**config.mk**
```make
export PLATFORM = sky130hd
export DESIGN_NAME = ifu_invctl
export DESIGN_NICKNAME = d
export VERILOG_FILES = /design/src/hdl/ic_pkg.sv /design/src/hdl/cpx_pkg.sv /design/src/hdl/cpx_decode.sv /design/src/hdl/ld_index_track.sv /design/src/hdl/icv_write_ctl.sv /design/src/hdl/ifu_invctl.sv
export SDC_FILE = /design/constraint.sdc
export NUM_CORES = 1
export LEC_CHECK = 0
export ABC_AREA = 1
export BUFFER_PORTS_ARGS = -buffer_cell sky130_fd_sc_hd__buf_2
export CAP_MARGIN = 20
export CORE_MARGIN = 1.5
export CORE_UTILIZATION = 42
export CTS_CLUSTER_SIZE = 28
export DETAILED_ROUTE_END_ITERATION = 8
export PLACE_DENSITY = 0.89
export SLEW_MARGIN = 20
export SYNTH_ARGS = -nofsm -noshare
export SYNTH_HDL_FRONTEND = slang
export SYNTH_SLANG_ARGS = --single-unit
export TNS_END_PERCENT = 5
```
**constraint.sdc**
```tcl
create_clock -name rclk -period 1.3 [get_ports rclk]
set_input_delay 0.065 -clock rclk [delete_from_list [all_inputs] [get_ports rclk]]
set_output_delay 0.065 -clock rclk [all_outputs]
set_load 0.03 [all_outputs]
```
**src/hdl/ic_pkg.sv**
```systemverilog
// icache geometry: way, thread and index widths shared by the invalidate control
`default_nettype none

package ic_pkg;

   // ------------------------------------------------------------
   // cache geometry
   // ------------------------------------------------------------
   localparam int num_ways    = 4;
   localparam int num_threads = 4;
   localparam int num_cores   = 8;

   // way number and its one-hot form
   typedef logic [1:0]           way_t;
   typedef logic [num_ways-1:0]  way_mask_t;

   // thread id within a core
   typedef logic [1:0]           tid_t;

   // index is address bits 11..5
   // bit 0 selects the 32B word, bit 1 the half of the 128B line
   typedef logic [6:0]           ic_index_t;

   // ------------------------------------------------------------
   // valid-bit array write enables
   // ------------------------------------------------------------
   // four lanes of one bit per way
   // lane 0 word 0 low half, lane 1 word 1 low half
   // lane 2 word 0 high half, lane 3 word 1 high half
   typedef logic [4*num_ways-1:0] icv_wren_t;

endpackage : ic_pkg

`default_nettype wire

```
**src/hdl/cpx_pkg.sv**
```systemverilog
// crossbar return packet: layout, field positions and return-type codes
`default_nettype none

package cpx_pkg;

   // ------------------------------------------------------------
   // packet
   // ------------------------------------------------------------
   localparam int cpx_width = 72;

   typedef logic [cpx_width-1:0] cpx_pkt_t;

   // ------------------------------------------------------------
   // header field positions
   // ------------------------------------------------------------
   localparam int rtntype_lo = 0;
   localparam int rtntype_hi = 3;
   localparam int valid_bit  = 4;
   localparam int thread_lo  = 5;
   localparam int thread_hi  = 6;

   // way info reported with a load return
   localparam int wyvld_bit  = 7;
   localparam int way_lo     = 8;
   localparam int way_hi     = 9;

   // store ack: invalidate all ways of one quarter line
   localparam int iinv_bit   = 10;
   localparam int invpa5_bit = 11;

   // invalidate index, carries index bits 6..1
   localparam int inv_idx_lo = 12;
   localparam int inv_idx_hi = 17;

   // ------------------------------------------------------------
   // invalidate vectors
   // ------------------------------------------------------------
   // one 3-bit entry per word per core, at 18 + 24w + 3c
   // entry bit 0 is valid, bits 2..1 the way
   // bits 71..66 are spare
   localparam int inv_vec_lo      = 18;
   localparam int inv_word_stride = 24;
   localparam int inv_core_stride = 3;
   localparam int inv_ent_vld     = 0;
   localparam int inv_ent_way_lo  = 1;
   localparam int inv_ent_way_hi  = 2;

   // ------------------------------------------------------------
   // return-type codes
   // ------------------------------------------------------------
   localparam logic [3:0] rtn_load      = 4'd0;
   localparam logic [3:0] rtn_ifill     = 4'd1;
   localparam logic [3:0] rtn_evict     = 4'd3;
   localparam logic [3:0] rtn_store_ack = 4'd4;
   localparam logic [3:0] rtn_strm_ack  = 4'd6;

endpackage : cpx_pkg

`default_nettype wire

```
**src/hdl/cpx_decode.sv**
```systemverilog
// cpx decode classifies the return packet and pulls out this core's invalidate entries
`timescale 1ns/10ps
`default_nettype none

module cpx_decode #(
   parameter int core_id = 0
) (
   input  wire cpx_pkg::cpx_pkt_t cpx_pkt,
   output logic                   is_ld_inv,
   output ic_pkg::way_t           ld_inv_way,
   output logic                   is_ifill,
   output logic                   is_inv_src,
   output logic                   is_store_iinv,
   output logic                   inv_pa5,
   output ic_pkg::tid_t           pkt_tid,
   output ic_pkg::ic_index_t      inv_index,
   output logic                   word0_inv,
   output logic                   word1_inv,
   output ic_pkg::way_t           word0_way,
   output ic_pkg::way_t           word1_way
);

   logic [3:0] rtntype;
   logic       pkt_vld;
   logic       is_load;
   logic       is_evict;
   logic       is_store;
   logic       is_strm;

   // ------------------------------------------------------------
   // return type
   // ------------------------------------------------------------
   assign rtntype = cpx_pkt[cpx_pkg::rtntype_hi:cpx_pkg::rtntype_lo];
   assign pkt_vld = cpx_pkt[cpx_pkg::valid_bit];

   // each type only counts with the valid bit
   assign is_load  = pkt_vld & (rtntype == cpx_pkg::rtn_load);
   assign is_ifill = pkt_vld & (rtntype == cpx_pkg::rtn_ifill);
   assign is_evict = pkt_vld & (rtntype == cpx_pkg::rtn_evict);
   assign is_store = pkt_vld & (rtntype == cpx_pkg::rtn_store_ack);
   assign is_strm  = pkt_vld & (rtntype == cpx_pkg::rtn_strm_ack);

   // any packet that can carry invalidate vectors
   assign is_inv_src = is_evict | is_store | is_strm;

   // load that hit in the icache and its reported way
   assign is_ld_inv  = is_load & cpx_pkt[cpx_pkg::wyvld_bit];
   assign ld_inv_way = cpx_pkt[cpx_pkg::way_hi:cpx_pkg::way_lo];

   // store ack wiping a whole quarter line
   assign is_store_iinv = is_store & cpx_pkt[cpx_pkg::iinv_bit];
   assign inv_pa5       = cpx_pkt[cpx_pkg::invpa5_bit];

   assign pkt_tid = cpx_pkt[cpx_pkg::thread_hi:cpx_pkg::thread_lo];

   // packet index is 64B aligned so the word bit is always 0
   assign inv_index = {cpx_pkt[cpx_pkg::inv_idx_hi:cpx_pkg::inv_idx_lo], 1'b0};

   // ------------------------------------------------------------
   // this core's slice of the invalidate vectors
   // ------------------------------------------------------------
   // 8:1 mux per word selected by the constant core number
   always_comb begin
      word0_inv = 1'b0;
      word1_inv = 1'b0;
      word0_way = '0;
      word1_way = '0;
      for (int c = 0; c < ic_pkg::num_cores; c++) begin
         if (c == core_id) begin
            // word 0 entry
            word0_inv = cpx_pkt[cpx_pkg::inv_vec_lo + cpx_pkg::inv_core_stride*c
                                + cpx_pkg::inv_ent_vld];
            word0_way = cpx_pkt[cpx_pkg::inv_vec_lo + cpx_pkg::inv_core_stride*c
                                + cpx_pkg::inv_ent_way_lo
                                +: (cpx_pkg::inv_ent_way_hi - cpx_pkg::inv_ent_way_lo + 1)];
            // word 1 entry one word stride further
            word1_inv = cpx_pkt[cpx_pkg::inv_vec_lo + cpx_pkg::inv_word_stride
                                + cpx_pkg::inv_core_stride*c
                                + cpx_pkg::inv_ent_vld];
            word1_way = cpx_pkt[cpx_pkg::inv_vec_lo + cpx_pkg::inv_word_stride
                                + cpx_pkg::inv_core_stride*c
                                + cpx_pkg::inv_ent_way_lo
                                +: (cpx_pkg::inv_ent_way_hi - cpx_pkg::inv_ent_way_lo + 1)];
         end
      end
   end

endmodule : cpx_decode

`default_nettype wire

```
**src/hdl/ld_index_track.sv**
```systemverilog
// load index tracker: remembers the icache index of each thread's last load
`timescale 1ns/10ps
`default_nettype none

module ld_index_track (
   input  wire                    rclk,
   input  wire                    rst,
   input  wire                    ld_req_vld,
   input  wire ic_pkg::tid_t      ld_req_tid,
   input  wire ic_pkg::ic_index_t ld_req_index,
   input  wire ic_pkg::tid_t      rd_tid,
   output ic_pkg::ic_index_t      rd_index
);

   // one index per thread
   ic_pkg::ic_index_t ld_idx [ic_pkg::num_threads];

   // ------------------------------------------------------------
   // record on load issue
   // ------------------------------------------------------------
   always_ff @(posedge rclk) begin
      if (rst) begin
         for (int t = 0; t < ic_pkg::num_threads; t++) begin
            ld_idx[t] <= '0;
         end
      end else if (ld_req_vld) begin
         // newest load of the thread replaces the old one
         ld_idx[ld_req_tid] <= ld_req_index;
      end
   end

   // ------------------------------------------------------------
   // read by return packet thread
   // ------------------------------------------------------------
   // a load recorded at one edge shows up the cycle after
   assign rd_index = ld_idx[rd_tid];

endmodule : ld_index_track

`default_nettype wire

```
**src/hdl/icv_write_ctl.sv**
```systemverilog
// icv write control: picks ways, word enables and index for valid-bit writes and invalidates
`timescale 1ns/10ps
`default_nettype none

module icv_write_ctl (
   input  wire                    rclk,
   input  wire                    rst,
   input  wire                    ifq_adv,
   input  wire                    asi_req,
   input  wire                    is_ld_inv,
   input  wire ic_pkg::way_t      ld_inv_way,
   input  wire                    is_ifill,
   input  wire                    is_inv_src,
   input  wire                    is_store_iinv,
   input  wire                    inv_pa5,
   input  wire ic_pkg::ic_index_t inv_index,
   input  wire                    word0_inv,
   input  wire                    word1_inv,
   input  wire ic_pkg::way_t      word0_way,
   input  wire ic_pkg::way_t      word1_way,
   input  wire ic_pkg::ic_index_t ld_index,
   input  wire ic_pkg::way_t      cpx_wr_way,
   input  wire ic_pkg::ic_index_t fill_index,
   output ic_pkg::icv_wren_t      icv_wren,
   output ic_pkg::ic_index_t      icv_wr_index,
   output logic                   inv_req,
   output logic                   inv_pending
);

   logic              wr_req;
   logic              pick_wr;
   logic              inv_all;
   ic_pkg::way_t      inv0_way;
   ic_pkg::way_t      inv1_way;
   ic_pkg::way_t      w0_way;
   ic_pkg::way_t      w1_way;
   ic_pkg::way_t      w0_way_q;
   ic_pkg::way_t      w1_way_q;
   ic_pkg::way_mask_t w0_dec;
   ic_pkg::way_mask_t w1_dec;
   logic [3:0]        wd_en_new;
   logic [3:0]        wd_en;
   logic [3:0]        wd_en_q;
   logic              inv_req_q;

   // binary way to one-hot
   function automatic ic_pkg::way_mask_t dec_way(input ic_pkg::way_t w);
      dec_way = ic_pkg::way_mask_t'(1) << w;
   endfunction

   // ------------------------------------------------------------
   // way selection
   // ------------------------------------------------------------
   // fill return or asi write sets a valid bit
   assign wr_req  = is_ifill | asi_req;
   assign pick_wr = wr_req & ifq_adv;

   // stall recirculates, load inv uses the reported way
   assign inv0_way = !ifq_adv  ? w0_way_q   :
                     is_ld_inv ? ld_inv_way : word0_way;
   assign inv1_way = !ifq_adv  ? w1_way_q   :
                     is_ld_inv ? ld_inv_way : word1_way;

   assign w0_way = pick_wr ? cpx_wr_way : inv0_way;
   assign w1_way = pick_wr ? cpx_wr_way : inv1_way;

   assign w0_dec = dec_way(w0_way);
   assign w1_dec = dec_way(w1_way);

   // ------------------------------------------------------------
   // word enables per lane
   // ------------------------------------------------------------
   always_comb begin
      for (int k = 0; k < 4; k++) begin
         // lane k: bit 0 is the word, bit 1 the half
         wd_en_new[k] =
            (is_inv_src & (k[0] ? word1_inv : word0_inv) & (inv_index[1] == k[1])) |
            (is_ld_inv & (ld_index[0] == k[0]) & (ld_index[1] == k[1])) |
            (wr_req & (fill_index[0] == k[0]) & (fill_index[1] == k[1]));
      end
   end

   // hold the enables while the queue is stuck
   assign wd_en = ifq_adv ? wd_en_new : wd_en_q;

   // ------------------------------------------------------------
   // final icv write enables
   // ------------------------------------------------------------
   // all-ways clear only as the store ack leaves the queue
   assign inv_all = is_store_iinv & ifq_adv;

   always_comb begin
      for (int k = 0; k < 4; k++) begin
         icv_wren[4*k +: 4] =
            ((k[0] ? w1_dec : w0_dec) & {4{wd_en[k]}}) |
            {4{inv_all & (inv_pa5 == k[0]) & (inv_index[1] == k[1])}};
      end
   end

   // ------------------------------------------------------------
   // write index
   // ------------------------------------------------------------
   always_comb begin
      if (wr_req || !ifq_adv) begin
         icv_wr_index = fill_index;
      end else if (is_ld_inv) begin
         icv_wr_index = ld_index;
      end else begin
         icv_wr_index = inv_index;
      end
   end

   // ------------------------------------------------------------
   // invalidate request to fetch control
   // ------------------------------------------------------------
   assign inv_pending = (is_inv_src & (word0_inv | word1_inv)) |
                        is_store_iinv | is_ld_inv;

   assign inv_req = ifq_adv ? inv_pending : inv_req_q;

   // held state, rewritten every edge
   always_ff @(posedge rclk) begin
      if (rst) begin
         w0_way_q  <= '0;
         w1_way_q  <= '0;
         wd_en_q   <= '0;
         inv_req_q <= 1'b0;
      end else begin
         w0_way_q  <= w0_way;
         w1_way_q  <= w1_way;
         wd_en_q   <= wd_en;
         inv_req_q <= inv_req;
      end
   end

endmodule : icv_write_ctl

`default_nettype wire

```
**src/hdl/ifu_invctl.sv**
```systemverilog
// icache invalidate control top: decode, load index tracking and icv write control
`timescale 1ns/10ps
`default_nettype none

module ifu_invctl #(
   parameter int core_id = 0
) (
   input  wire                    rclk,
   input  wire                    rst,
   input  wire cpx_pkg::cpx_pkt_t cpx_pkt,
   input  wire ic_pkg::way_t      cpx_wr_way,
   input  wire ic_pkg::ic_index_t fill_index,
   input  wire                    ifq_adv,
   input  wire                    asi_req,
   input  wire                    ld_req_vld,
   input  wire ic_pkg::tid_t      ld_req_tid,
   input  wire ic_pkg::ic_index_t ld_req_index,
   output ic_pkg::icv_wren_t      icv_wren,
   output ic_pkg::ic_index_t      icv_wr_index,
   output logic                   inv_req,
   output logic                   inv_pending
);

   // decoded packet fields
   logic              is_ld_inv;
   ic_pkg::way_t      ld_inv_way;
   logic              is_ifill;
   logic              is_inv_src;
   logic              is_store_iinv;
   logic              inv_pa5;
   ic_pkg::tid_t      pkt_tid;
   ic_pkg::ic_index_t inv_index;
   logic              word0_inv;
   logic              word1_inv;
   ic_pkg::way_t      word0_way;
   ic_pkg::way_t      word1_way;

   // index of the returning thread's load
   ic_pkg::ic_index_t ld_index;

   // ------------------------------------------------------------
   // packet decode
   // ------------------------------------------------------------
   cpx_decode #(
      .core_id (core_id)
   ) i_cpx_decode (
      .cpx_pkt       (cpx_pkt),
      .is_ld_inv     (is_ld_inv),
      .ld_inv_way    (ld_inv_way),
      .is_ifill      (is_ifill),
      .is_inv_src    (is_inv_src),
      .is_store_iinv (is_store_iinv),
      .inv_pa5       (inv_pa5),
      .pkt_tid       (pkt_tid),
      .inv_index     (inv_index),
      .word0_inv     (word0_inv),
      .word1_inv     (word1_inv),
      .word0_way     (word0_way),
      .word1_way     (word1_way)
   );

   // ------------------------------------------------------------
   // per-thread load index
   // ------------------------------------------------------------
   ld_index_track i_ld_index_track (
      .rclk         (rclk),
      .rst          (rst),
      .ld_req_vld   (ld_req_vld),
      .ld_req_tid   (ld_req_tid),
      .ld_req_index (ld_req_index),
      .rd_tid       (pkt_tid),
      .rd_index     (ld_index)
   );

   // ------------------------------------------------------------
   // valid-bit write control
   // ------------------------------------------------------------
   icv_write_ctl i_icv_write_ctl (
      .rclk          (rclk),
      .rst           (rst),
      .ifq_adv       (ifq_adv),
      .asi_req       (asi_req),
      .is_ld_inv     (is_ld_inv),
      .ld_inv_way    (ld_inv_way),
      .is_ifill      (is_ifill),
      .is_inv_src    (is_inv_src),
      .is_store_iinv (is_store_iinv),
      .inv_pa5       (inv_pa5),
      .inv_index     (inv_index),
      .word0_inv     (word0_inv),
      .word1_inv     (word1_inv),
      .word0_way     (word0_way),
      .word1_way     (word1_way),
      .ld_index      (ld_index),
      .cpx_wr_way    (cpx_wr_way),
      .fill_index    (fill_index),
      .icv_wren      (icv_wren),
      .icv_wr_index  (icv_wr_index),
      .inv_req       (inv_req),
      .inv_pending   (inv_pending)
   );

endmodule : ifu_invctl

`default_nettype wire

```
* Yosys cells after proc, flatten, opt, wreduce, memory -nomap -nowiden *
Memory sizes are Yosys's and may differ from the RTL's.
Cells that the tools add are included.

storage, ports and cells
  flip-flop bits (word level) = 9
  latch bits = 0
  bits in writable memories = 28
  bits in read-only memories = 0
  word-level logic and storage cells = 95
  memories = 1

cells by class
  add/subtract/negate cells = 0
  multipliers = 0
  div/mod/pow operators = 0
  magnitude comparators = 0
  equality and inequality tests = 4
  shift-type cells = 2
  muxes and demuxes = 18
  bitwise logic cells = 62
  reductions and logical operators = 4

memories
  name                     words  width  read ports  clocked after memory_dff  wr ports  RTL line              RTL
  i_ld_index_track.ld_idx  4      7      1           0                         4         ld_index_track.sv:16  ic_pkg::ic_index_t ld_idx [ic_pkg::num_threads];

operators with widths
  cell                                                                   count
  1-bit AND                                                              34
  7-bit two-way mux                                                      3
  4-bit AND                                                              4
  4-bit OR                                                               4
  2-bit two-way mux                                                      7
  1-bit OR                                                               14
  4-bit by 3-bit equality test with 1-bit output, second input constant  2
  1-bit by 2-bit << shifter with 4-bit output, first input constant      2
  1-bit two-way mux                                                      7
  7-bit OR reduction                                                     1
  1-bit NOT                                                              6
  4-bit by 1-bit equality test with 1-bit output, second input constant  1
  4-bit by 2-bit equality test with 1-bit output, second input constant  1
  4-bit zero test                                                        1
  4-bit two-way mux                                                      1
  1-bit zero test                                                        1
  1-bit logical OR                                                       1

* Logic depth before layout (Yosys ltp) *
Gate-level depths: netlist of run 1.

  word-level depth = 11
  gate-level depth with buffers = 13

* Modules after synthesis *
From an unflattened synthesis of run 1, not the netlist that was laid out.

second synthesis, totals
  cells, all modules = 372
  area total of the unflattened synthesis = 2756.4 µm²

by module, submodules not included
  module          instances  cells an instance  area an instance (µm²)  seq. area each (µm²)
  ld_index_track  1          160                1440.1                  840.8
  icv_write_ctl   1          178                1102.3                  180.2
  cpx_decode      1          34                 214.0                   0.0

* Worst setup path after synthesis of run 1 *
No wires, ideal clock.

  path kind = input-to-output
  start point = input cpx_pkt[4]
  end point = output icv_wr_index[0]
  arrival = 1.326 ns
  data required time = 1.235 ns
  path slack = -0.091 ns
  stages on the path = 8
  cells stage by stage = buf_4 -> nand2_1 -> inv_2 -> nand3_4 -> nand2_4 -> buf_12 -> nor2_4 -> o21ai_0

between the ends
  longest elaborated chain between the ends = 4

RTL lines
  what                                                   RTL line                                    RTL
  start: declaration                                     ifu_invctl.sv:10                            input wire cpx_pkg::cpx_pkt_t cpx_pkt,
  1-bit AND (on tied branches)                           cpx_decode.sv:37, cpx_decode.sv:38
  1-bit AND or 1-bit OR (tied branches)                  cpx_decode.sv:47, icv_write_ctl.sv:55
  7-bit two-way mux or 1-bit logical OR (tied branches)  icv_write_ctl.sv:106, icv_write_ctl.sv:104
  7-bit two-way mux *                                    icv_write_ctl.sv:104                        if (wr_req || !ifq_adv) begin
  end: declaration                                       ifu_invctl.sv:19                            output ic_pkg::ic_index_t icv_wr_index,

Every way passes the cells marked *; elsewhere a longest branch is shown, timed or not.

* Final worst setup path of run 1 *
  start point = memory i_ld_index_track.ld_idx[0][1] in the netlist's numbering
  end point = output icv_wren[11]

between the ends
  longest elaborated chain between the ends = 7

RTL lines
  what                   RTL line              RTL
  start: declaration     ld_index_track.sv:16
  memory read 4 x 7 bit  n/a
  1-bit AND              icv_write_ctl.sv:78   (is_ld_inv & (ld_index[0] == k[0]) & (ld_index[1] == k[1])) |
  1-bit OR               icv_write_ctl.sv:77   (is_inv_src & (k[0] ? word1_inv : word0_inv) & (inv_index[1] == k[1])) |
  1-bit OR               icv_write_ctl.sv:78
  4-bit two-way mux      icv_write_ctl.sv:84   assign wd_en = ifq_adv ? wd_en_new : wd_en_q;
  4-bit AND              icv_write_ctl.sv:95   ((k[0] ? w1_dec : w0_dec) & {4{wd_en[k]}}) |
  4-bit OR               icv_write_ctl.sv:95
  end: declaration       ifu_invctl.sv:18      output ic_pkg::icv_wren_t icv_wren,

Every way passes these cells.

==> impl_metrics.json, run 1 <==
{
  "synthArstFlopShare": 0,
  "cts-root-buf": "clkbuf_8",
  "avgSynthCellArea_um2": 7.387,
  "port_buffers": 71,
  "setup_viol": 26,
  "ys_types": 26,
  "final_core_util": 0.6167,
  "r2r-start": "i_ld_index_track.ld_idx[0][1]",
  "ys.warnings.count": 0,
  "cts_sinks": 37,
  "period_share": 1.298,
  "detail_route.iter0.violations": 153,
  "synth_top_area_share": 0.3524,
  "synth_seq_cells": 37,
  "rsz0062_at_grt": "yes",
  "fin_cells": 497,
  "synth_edf_count": 28,
  "drt-pass1-iter-count": 6,
  "die-width_um": 78.37,
  "dp_hpwl_um": 4854,
  "yosysSeqAreaShare": 0.4279,
  "synth_most_common_cell": "nand2_1",
  "arrival_ns": 1.62,
  "fin_worst_hold_slack_ns": 0.1244,
  "gp_congestion": 0.8718,
  "fillers": 432,
  "grt_pass1_wl_um": 10870,
  "p_per_area_nw_per_um2": 872.0,
  "htree_levels": 2,
  "synth_area_leaders": "edfxtp_1, nand2_1, nor2_1",
  "min_period_ns": 1.687,
  "antenna_found_initial": 0,
  "antennaDiodeCount": 0,
  "hold_end": "i_icv_write_ctl.wd_en_q[1]",
  "skew_ns": 0.01012,
  "rr_endpoint": "i_icv_write_ctl.wd_en_q[2]",
  "drive_gt1_frac": 0.4047,
  "max_cap_violations": 0,
  "finalHoldViolations": 0,
  "start_util": 0.4333,
  "setup.worst_path.start_class": "register",
  "nets": 519,
  "cts_tree": "done",
  "p_leak_nw": 1.674,
  "clock.fmax_ghz": 0.5928,
  "track_usage": 0.2246,
  "area_growth_pct": 42.32,
  "cts-buffers-inserted": 5,
  "path_max_fanout": 4,
  "slew_headroom": 0.3334,
  "hold_path_class": "in2reg",
  "avgRoutedWirePerCell_um": 13.51,
  "placed_cells": 485,
  "synthCells": 323,
  "clk_pin_slew_worst_paths_ns": 0.08,
  "min_path_cells": 3,
  "layout_setup_ws_ns": -0.3868,
  "tns_ns": -6.842,
  "worstPathRequired_ns": 1.24,
  "drv_slew": 0,
  "drc_errors": 0,
  "yosys_most_used_dff": "edfxtp_1",
  "reg2regPathDepth": 11,
  "synth_nets": 418,
  "vias_per_cell": 5.131,
  "drt_wl_total_um": 6716,
  "worstMarginPinSlew_ns": 0.9914,
  "via_count": 2550,
  "cts.path.max_buffers": 2,
  "reg2reg_slack_ns": -0.17,
  "core_area_um2": 5507,
  "grt_remaining_overflow": 0,
  "max-vdd-ir-drop_mv": 0.7916,
  "violations": "negative setup slack",
  "pre_cts_slack_ns": -0.1955,
  "hold_start": "rst",
  "ctsHoldBuffers": 0,
  "synthTopCellsByCount": "nand2_1, nor2_1, inv_1, edfxtp_1, nand3_1",
  "status": "complete, but fails checks",
  "synth_top_area_cell": "edfxtp_1",
  "cp-end-kind": "primary output",
  "ios": 120,
  "clk_latency_ns": 0.29,
  "grt_pass1_vias": 2542,
  "cp-startpoint": "i_ld_index_track.ld_idx[0][1]",
  "die_h_um": 78.37,
  "ant_nets": 0,
  "dieArea_um2": 6142,
  "grt_max_degree": 19,
  "synth_area_um2": 2386,
  "rows": 27,
  "worstSetupPathType": "reg2out"
}
cells in the final DEF, fill, tap and decap left out:
master / n
nor3_2: 1
nor2_2: 5
buf_2: 48
nand2_4: 7
nor2_4: 5
edfxtp_1: 28
nand2_1: 58
a21oi_1: 8
nand4_1: 9
nor3_1: 8
or2_2: 1
o21ai_0: 17
inv_2: 6
nand3_4: 5
clkinv_2: 1
buf_6: 18
o31ai_1: 1
clkbuf_1: 2
a21oi_2: 3
dfxtp_1: 9
o21ai_1: 2
buf_4: 38
clkbuf_8: 6
inv_1: 30
nand2_2: 21
nand3_2: 5
o211ai_1: 11
buf_12: 1
nand3_1: 14
o21ai_2: 1
nor2_1: 56
power breakdown:
group	switching, mW	internal [mW]	total, mW
logic	0.475	0.294	0.769
clock network	0.375	0.432	0.807
registers	0.0281	1.36	1.39
total	0.878	2.08	2.96
critical path, cell delays in order (launching register included):
cell and delay, ns:
edfxtp_1 0.39, nand2_2 0.10, nand3_4 0.09, nand2_4 0.12, nor2_4 0.04, nand2_2 0.06
nand3_2 0.09, nand2_4 0.09, nand2_4 0.08, nand2_1 0.07, nand2_1 0.05, buf_6 0.15
worst max-delay path by stage:
stage	endpoint	slack, ns	cells after the start
floorplan	icv_wr_index[0]	-0.09	8
finish	icv_wren[11]	-0.39	11
CTS	icv_wren[4]	-0.34	11
global route	icv_wren[2]	-0.47	10
global placement	icv_wren[14]	-0.13	11
detailed placement	icv_wren[14]	-0.20	11
kinds of logic after synthesis:
kind of cell | after synthesis | share of synthesized area
compound gates | 43 | 0.1059
buf+inv | 48 | 0.08967
simple gates | 195 | 0.3765
flops | 37 | 0.4279
area by class of cell:
class | instances | area (um^2) | share of cell area
Timing Repair Buffer | 105 | 748.2 | 0.2203
Clock buffer | 8 | 90.09 | 0.02653
Tap cell | 72 | 90.09 | 0.02653
Sequential cell | 37 | 1021 | 0.3007
Multi-Input combinational cell | 238 | 1306 | 0.3847
Inverter | 37 | 140.1 | 0.04127
metrics by stage:
| stage | power [mW] | cell area [um^2] |
|---|---|---|
| after detailed placement | 2.064 | 2994 |
| after global routing | 3.095 | 3396 |
| final | 2.961 | 3396 |
| after CTS | 2.925 | 3309 |
| after floorplan | 1.810 | 2386 |
| after global placement | 2.040 | 2994 |
routing by layer:
layer  share of wire  track usage  up-vias
li1                -            -     1264
met1            0.38       0.2372     1153
met2            0.52       0.4165      104
met3           0.060      0.03837       29
met4           0.036       0.1304        0
met5               0            0        -
sequential cells by signal, indices dropped and copies added (netlist names):
signal                     flops
i_icv_write_ctl.wd_en_q        4
i_icv_write_ctl.inv_req_q      1
i_ld_index_track.ld_idx       28
i_icv_write_ctl.w1_way_q       2
i_icv_write_ctl.w0_way_q       2
repair_timing:
item / in CTS / in global routing
endpoints found under the setup margin: 24 / 28
pin swaps: 18 / 14
setup buffers: 3 / 1
resized for setup: 63 / 23
cloned: 0 / 0
(Power assumes the default switching activity.)
==> run 2: changes to the inputs <==
MAX_ROUTING_LAYER = met4   (was unset)
==> run 2 against run 1 <==
The run still ends with negative setup slack left. Largest cell class unchanged. Sequential cell count did not move. Via count decreased by 0.27%. Hold slack improved by 0.0034 ns. Sequential share of layout area increased by 0.35 points.
==> impl_metrics.json, run 2 (synthesis gave the netlist of run 1 again) <==
{
  "status": "complete, but fails checks",
  "violations": "negative setup slack",
  "seqPwrFrac": 0.477,
  "tns_ns": -6.460,
  "cp-end-kind": "primary output",
  "drv_slew": 0,
  "finish.instance_area_um2": 3357,
  "start_util": 0.4333,
  "cts_tree": "done",
  "grt_pass1_vias": 2460,
  "vias_per_cell": 5.137,
  "detail_route.iter0.violations": 146,
  "cts-buffers-inserted": 5,
  "via_count": 2543,
  "setup.worst_path.start_class": "register",
  "hold_path_class": "in2reg",
  "final_common_cell": "nand2_1",
  "htree_levels": 2,
  "port_buffers": 71,
  "setup_viol": 25,
  "area_growth_pct": 40.69,
  "drt_wl_total_um": 6701,
  "worstMarginPinSlew_ns": 0.9597,
  "p_switching_uw": 885.0,
  "drc_errors": 0,
  "place_area_um2": 2987,
  "ctsHoldBuffers": 0,
  "avgRoutedWirePerCell_um": 13.54,
  "rsz0062_at_grt": "yes",
  "layout_common_cells": "nand2_1, nor2_1, buf_2",
  "internal-power_mw": 2.018,
  "drt-pass1-iter-count": 4,
  "combPwrFrac": 0.262,
  "ios": 120,
  "swShare": 0.3048,
  "fin_cells": 495,
  "cts-root-buf": "clkbuf_8",
  "worstPathRequired_ns": 1.24,
  "antennaDiodeCount": 0,
  "grt_max_degree": 19,
  "dieArea_um2": 6142,
  "final_core_util": 0.6096,
  "slew_headroom": 0.3547,
  "top_register": "i_ld_index_track.ld_idx",
  "p_leak_nw": 1.651,
  "finalHoldViolations": 0,
  "fillers": 457,
  "placed_cells": 484,
  "largest_register_ffs": 28,
  "die-width_um": 78.37,
  "core_area_um2": 5507,
  "drive_gt1_frac": 0.4019,
  "worstSetupPathType": "reg2out",
  "rows": 27,
  "fin_worst_hold_slack_ns": 0.1277,
  "period_share": 1.304,
  "max-vdd-ir-drop_mv": 0.8515,
  "p_per_area_nw_per_um2": 864.9,
  "min_period_ns": 1.695,
  "clock_power_share": 0.261,
  "dp_hpwl_um": 4854,
  "arrival_ns": 1.63,
  "path_max_fanout": 4,
  "nets": 517,
  "clock.fmax_ghz": 0.5899,
  "gp_congestion": 0.8779,
  "grt_pass1_wl_um": 10600,
  "ant_nets": 0,
  "pre_cts_slack_ns": -0.1785,
  "skew_ns": 0.001977,
  "cts.path.max_buffers": 2,
  "power_mw": 2.903,
  "clk_latency_ns": 0.28,
  "track_usage": 0.2232,
  "cts_sinks": 37,
  "max_cap_violations": 0,
  "reg.largest.list": "i_ld_index_track.ld_idx (28), i_icv_write_ctl.wd_en_q (4)",
  "grt_remaining_overflow": 0,
  "antenna_found_initial": 0,
  "die_h_um": 78.37,
  "clk_pin_slew_worst_paths_ns": 0.07,
  "layout_setup_ws_ns": -0.3951
}
run 2: metal layers:
| metal | vias to the layer above | share of wire | track usage |
|---|---|---|---|
| met1 | 1178 | 0.40 | 0.2397 |
| met5 | - | 0 | - |
| met4 | 0 | 0.025 | 0.1107 |
| met2 | 86 | 0.53 | 0.3939 |
| li1 | 1261 | - | - |
| met3 | 18 | 0.049 | 0.04186 |
run 2: critical path, cell delays in order (launching register included):
cell and delay (ns):
edfxtp_1 0.36, nand2_1 0.10, nand3_2 0.11, nand2_4 0.11
nor2_4 0.05, nand2_2 0.08, nand3_2 0.07, nand2_2 0.11
nand2_4 0.09, nand2_2 0.07, nand2_2 0.05, buf_6 0.14
run 2: power groups by stage:
| stage | Sequential, mW | Combinational, mW | Clock, mW |
|---|---|---|---|
| floorplan | 1.40 | 0.415 | 0 |
| global placement | 1.41 | 0.632 | 0 |
| detailed placement | 1.41 | 0.651 | 0 |
| CTS | 1.38 | 0.704 | 0.780 |
| global route | 1.39 | 0.831 | 0.821 |
| finish | 1.38 | 0.761 | 0.759 |
run 2: repair_timing:
item / 4_1_cts / 5_1_grt
setup buffers: 1 / 2
pin swaps: 17 / 20
resized for setup: 52 / 31
endpoints found under the setup margin: 24 / 29
run 2: final cells by class:
cell class / count / area [um^2] / area share
timing repair buffer: 103 / 729.5 / 0.2173
multi-input combinational: 238 / 1295 / 0.3858
sequential: 37 / 1021 / 0.3041
clock inverter: 2 / 10.01 / 0.002982
inverter: 37 / 138.9 / 0.04137
clock buffer: 6 / 72.57 / 0.02162
tap: 72 / 90.09 / 0.02684
run 2: path summary, 6_finish.rpt:
| check | startpoint | end | slack [ns] | cells after the start |
|---|---|---|---|---|
| setup / recovery | i_ld_index_track.ld_idx[1][1] | icv_wren[9] | -0.40 | 11 |
| hold / removal | ld_req_index[3] | i_ld_index_track.ld_idx[0][3] | 0.13 | 3 |
| setup reg to reg | i_ld_index_track.ld_idx[1][1] | i_icv_write_ctl.wd_en_q[2] | -0.05 | 10 |
| hold reg to reg | i_icv_write_ctl.wd_en_q[2] | i_icv_write_ctl.wd_en_q[2] | 0.54 | 2 |
==> run 3: changes to the inputs <==
CORE_MARGIN = 3   (was 1.5)
GPL_TIMING_DRIVEN = 0   (was unset)
RECOVER_POWER = 100   (was unset)
==> run 3 against run 2 <==
The run still ends with negative setup slack left. Register-to-register slack better by 0.08 ns. Design area is 5.1% lower. Critical path depth stayed put. Clock skew is 0.0032 ns higher. Fmax is 2.3% lower. Core utilization is 0.89 points lower. Sequential cell count stayed put. Hold slack worse by 0.0034 ns. Global-route usage is 1.4 points lower. Highest routed layer unchanged.
==> impl_metrics.json, run 3 (synthesis gave the netlist of run 1 again) <==
{
  "rows": 26,
  "rsz0062_at_grt": "yes",
  "status": "complete, but fails checks",
  "reg.largest.list": "i_ld_index_track.ld_idx (28), i_icv_write_ctl.wd_en_q (4)",
  "finalHoldViolations": 0,
  "max_cap_violations": 0,
  "reg2regPathDepth": 9,
  "drive_gt1_frac": 0.3491,
  "antennaDiodeCount": 0,
  "path_max_fanout": 4,
  "cts-buffers-inserted": 5,
  "cp-startpoint": "i_ld_index_track.ld_idx[0][1]",
  "clock.fmax_ghz": 0.5765,
  "area_growth_pct": 33.51,
  "reg2reg_slack_ns": 0.03,
  "ios": 120,
  "port_buffers": 69,
  "nets": 495,
  "cts_tree": "done",
  "worstPathRequired_ns": 1.24,
  "detail_route.iter0.violations": 128,
  "cts_sinks": 37,
  "avgRoutedWirePerCell_um": 14.31,
  "grt_pass1_vias": 2312,
  "vias_per_cell": 5.301,
  "ant_nets": 0,
  "min_path_cells": 3,
  "start_util": 0.4500,
  "r2r-start": "i_ld_index_track.ld_idx[2][0]",
  "period_share": 1.334,
  "dp_hpwl_um": 4833,
  "hold_path_class": "in2reg",
  "track_usage": 0.2092,
  "hold_end": "i_ld_index_track.ld_idx[0][6]",
  "ctsHoldBuffers": 0,
  "htree_levels": 2,
  "dieArea_um2": 6621,
  "layout_common_cells": "nand2_1, nor2_1, buf_2",
  "worstMarginPinSlew_ns": 1.099,
  "setup_viol": 23,
  "die-width_um": 81.37,
  "grt_pass1_wl_um": 10290,
  "drv_slew": 0,
  "min_period_ns": 1.735,
  "p_per_area_nw_per_um2": 968.0,
  "core_area_um2": 5303,
  "antenna_found_initial": 0,
  "layout_setup_ws_ns": -0.4346,
  "via_count": 2497,
  "top_register": "i_ld_index_track.ld_idx",
  "finish.instance_area_um2": 3186,
  "final_core_util": 0.6008,
  "max-vdd-ir-drop_mv": 0.7048,
  "drt-pass1-iter-count": 4,
  "die_h_um": 81.37,
  "violations": "negative setup slack",
  "grt_max_degree": 13,
  "hold_start": "ld_req_index[6]",
  "cp-end-kind": "primary output",
  "largest_register_ffs": 28,
  "grt_remaining_overflow": 0,
  "drc_errors": 0,
  "p_leak_nw": 1.539,
  "drt_wl_total_um": 6740,
  "gp_congestion": 0.9004,
  "rr_endpoint": "i_icv_write_ctl.wd_en_q[1]",
  "skew_ns": 0.005227,
  "cts.path.max_buffers": 2,
  "place_area_um2": 2819,
  "slew_headroom": 0.2614,
  "worstSetupPathType": "reg2out",
  "clk_latency_ns": 0.29,
  "cts-root-buf": "clkbuf_8",
  "clk_pin_slew_worst_paths_ns": 0.08,
  "setup.worst_path.start_class": "register",
  "final_common_cell": "nand2_1",
  "arrival_ns": 1.67
}
run 3: cell types whose count changed in the layout (fill, tap and decap cells not counted), moves of 2 or more:
cell	before	now
clkbuf_2	0	2
buf_6	17	19
nand3_1	13	15
nand3_2	8	6
buf_4	37	10
nor2_2	5	7
clkbuf_1	1	5
a21oi_1	8	10
a21oi_2	3	1
buf_2	48	44
nand2_1	59	61
run 3: area by class of cell:
| cell class | count | area, um^2 |
|---|---|---|
| clock inverter | 2 | 38.79 |
| buffer | 11 | 78.83 |
| multi-input combinational | 238 | 1264 |
| timing repair buffer | 70 | 483.0 |
| clock buffer | 6 | 72.57 |
| sequential | 37 | 1021 |
| inverter | 37 | 140.1 |
| fill | 445 | 2117 |
| tap | 70 | 87.58 |
run 3: metrics by stage:
stage | power [mW] | worst slack, ns | instances | hold WS [ns] | setup TNS [ns]
after CTS | 3.046 | -0.3346 | 471 | 0.1117 | -6.096
after global routing | 3.222 | -0.4807 | 471 | 0.1158 | -8.820
after global placement | 1.992 | -0.1666 | 462 | 0.4120 | -5.198
final | 3.084 | -0.4346 | 471 | 0.1243 | -7.135
after detailed placement | 2.018 | -0.2700 | 462 | 0.4194 | -7.865
after floorplan | 1.810 | -0.09137 | 323 | 0.3084 | -0.1827
run 3: worst max-delay path: stages (launching register included):
cell      delay, ns
edfxtp_1       0.39
nand2_1        0.10
nand3_2        0.11
nand2_4        0.12
nor2_4         0.04
nand2_1        0.09
nand3_2        0.07
nand2_2        0.10
nand2_4        0.08
nand2_2        0.07
nand2_1        0.06
buf_6          0.14
run 3: worst max path at each step:
stage | cells past startpoint | to
after global placement | 3 | i_ld_index_track.ld_idx[3][4]
after global routing | 11 | icv_wren[10]
after detailed placement | 5 | i_ld_index_track.ld_idx[2][2]
final | 11 | icv_wren[10]
after floorplan | 8 | icv_wr_index[0]
after CTS | 11 | icv_wren[10]
run 3: where the power goes:
group	switching (mW)	internal [mW]	total [mW]
Sequential	0.0281	1.36	1.38
Combinational	0.464	0.250	0.713
Clock	0.410	0.575	0.986
run 3: repair_timing:
action                     CTS  global route
pin swaps                   16            15
buffers inserted             1             0
setup endpoints to repair   24            31
gates resized for setup     55            31
run 3: layer usage:
layer  global-route usage  part of all wire  vias up
met5                    -                 0        -
met4              0.08953             0.025        0
met3              0.04656             0.074       20
met2               0.3567              0.51      104
met1               0.2347              0.39     1155
li1                     -                 -     1218
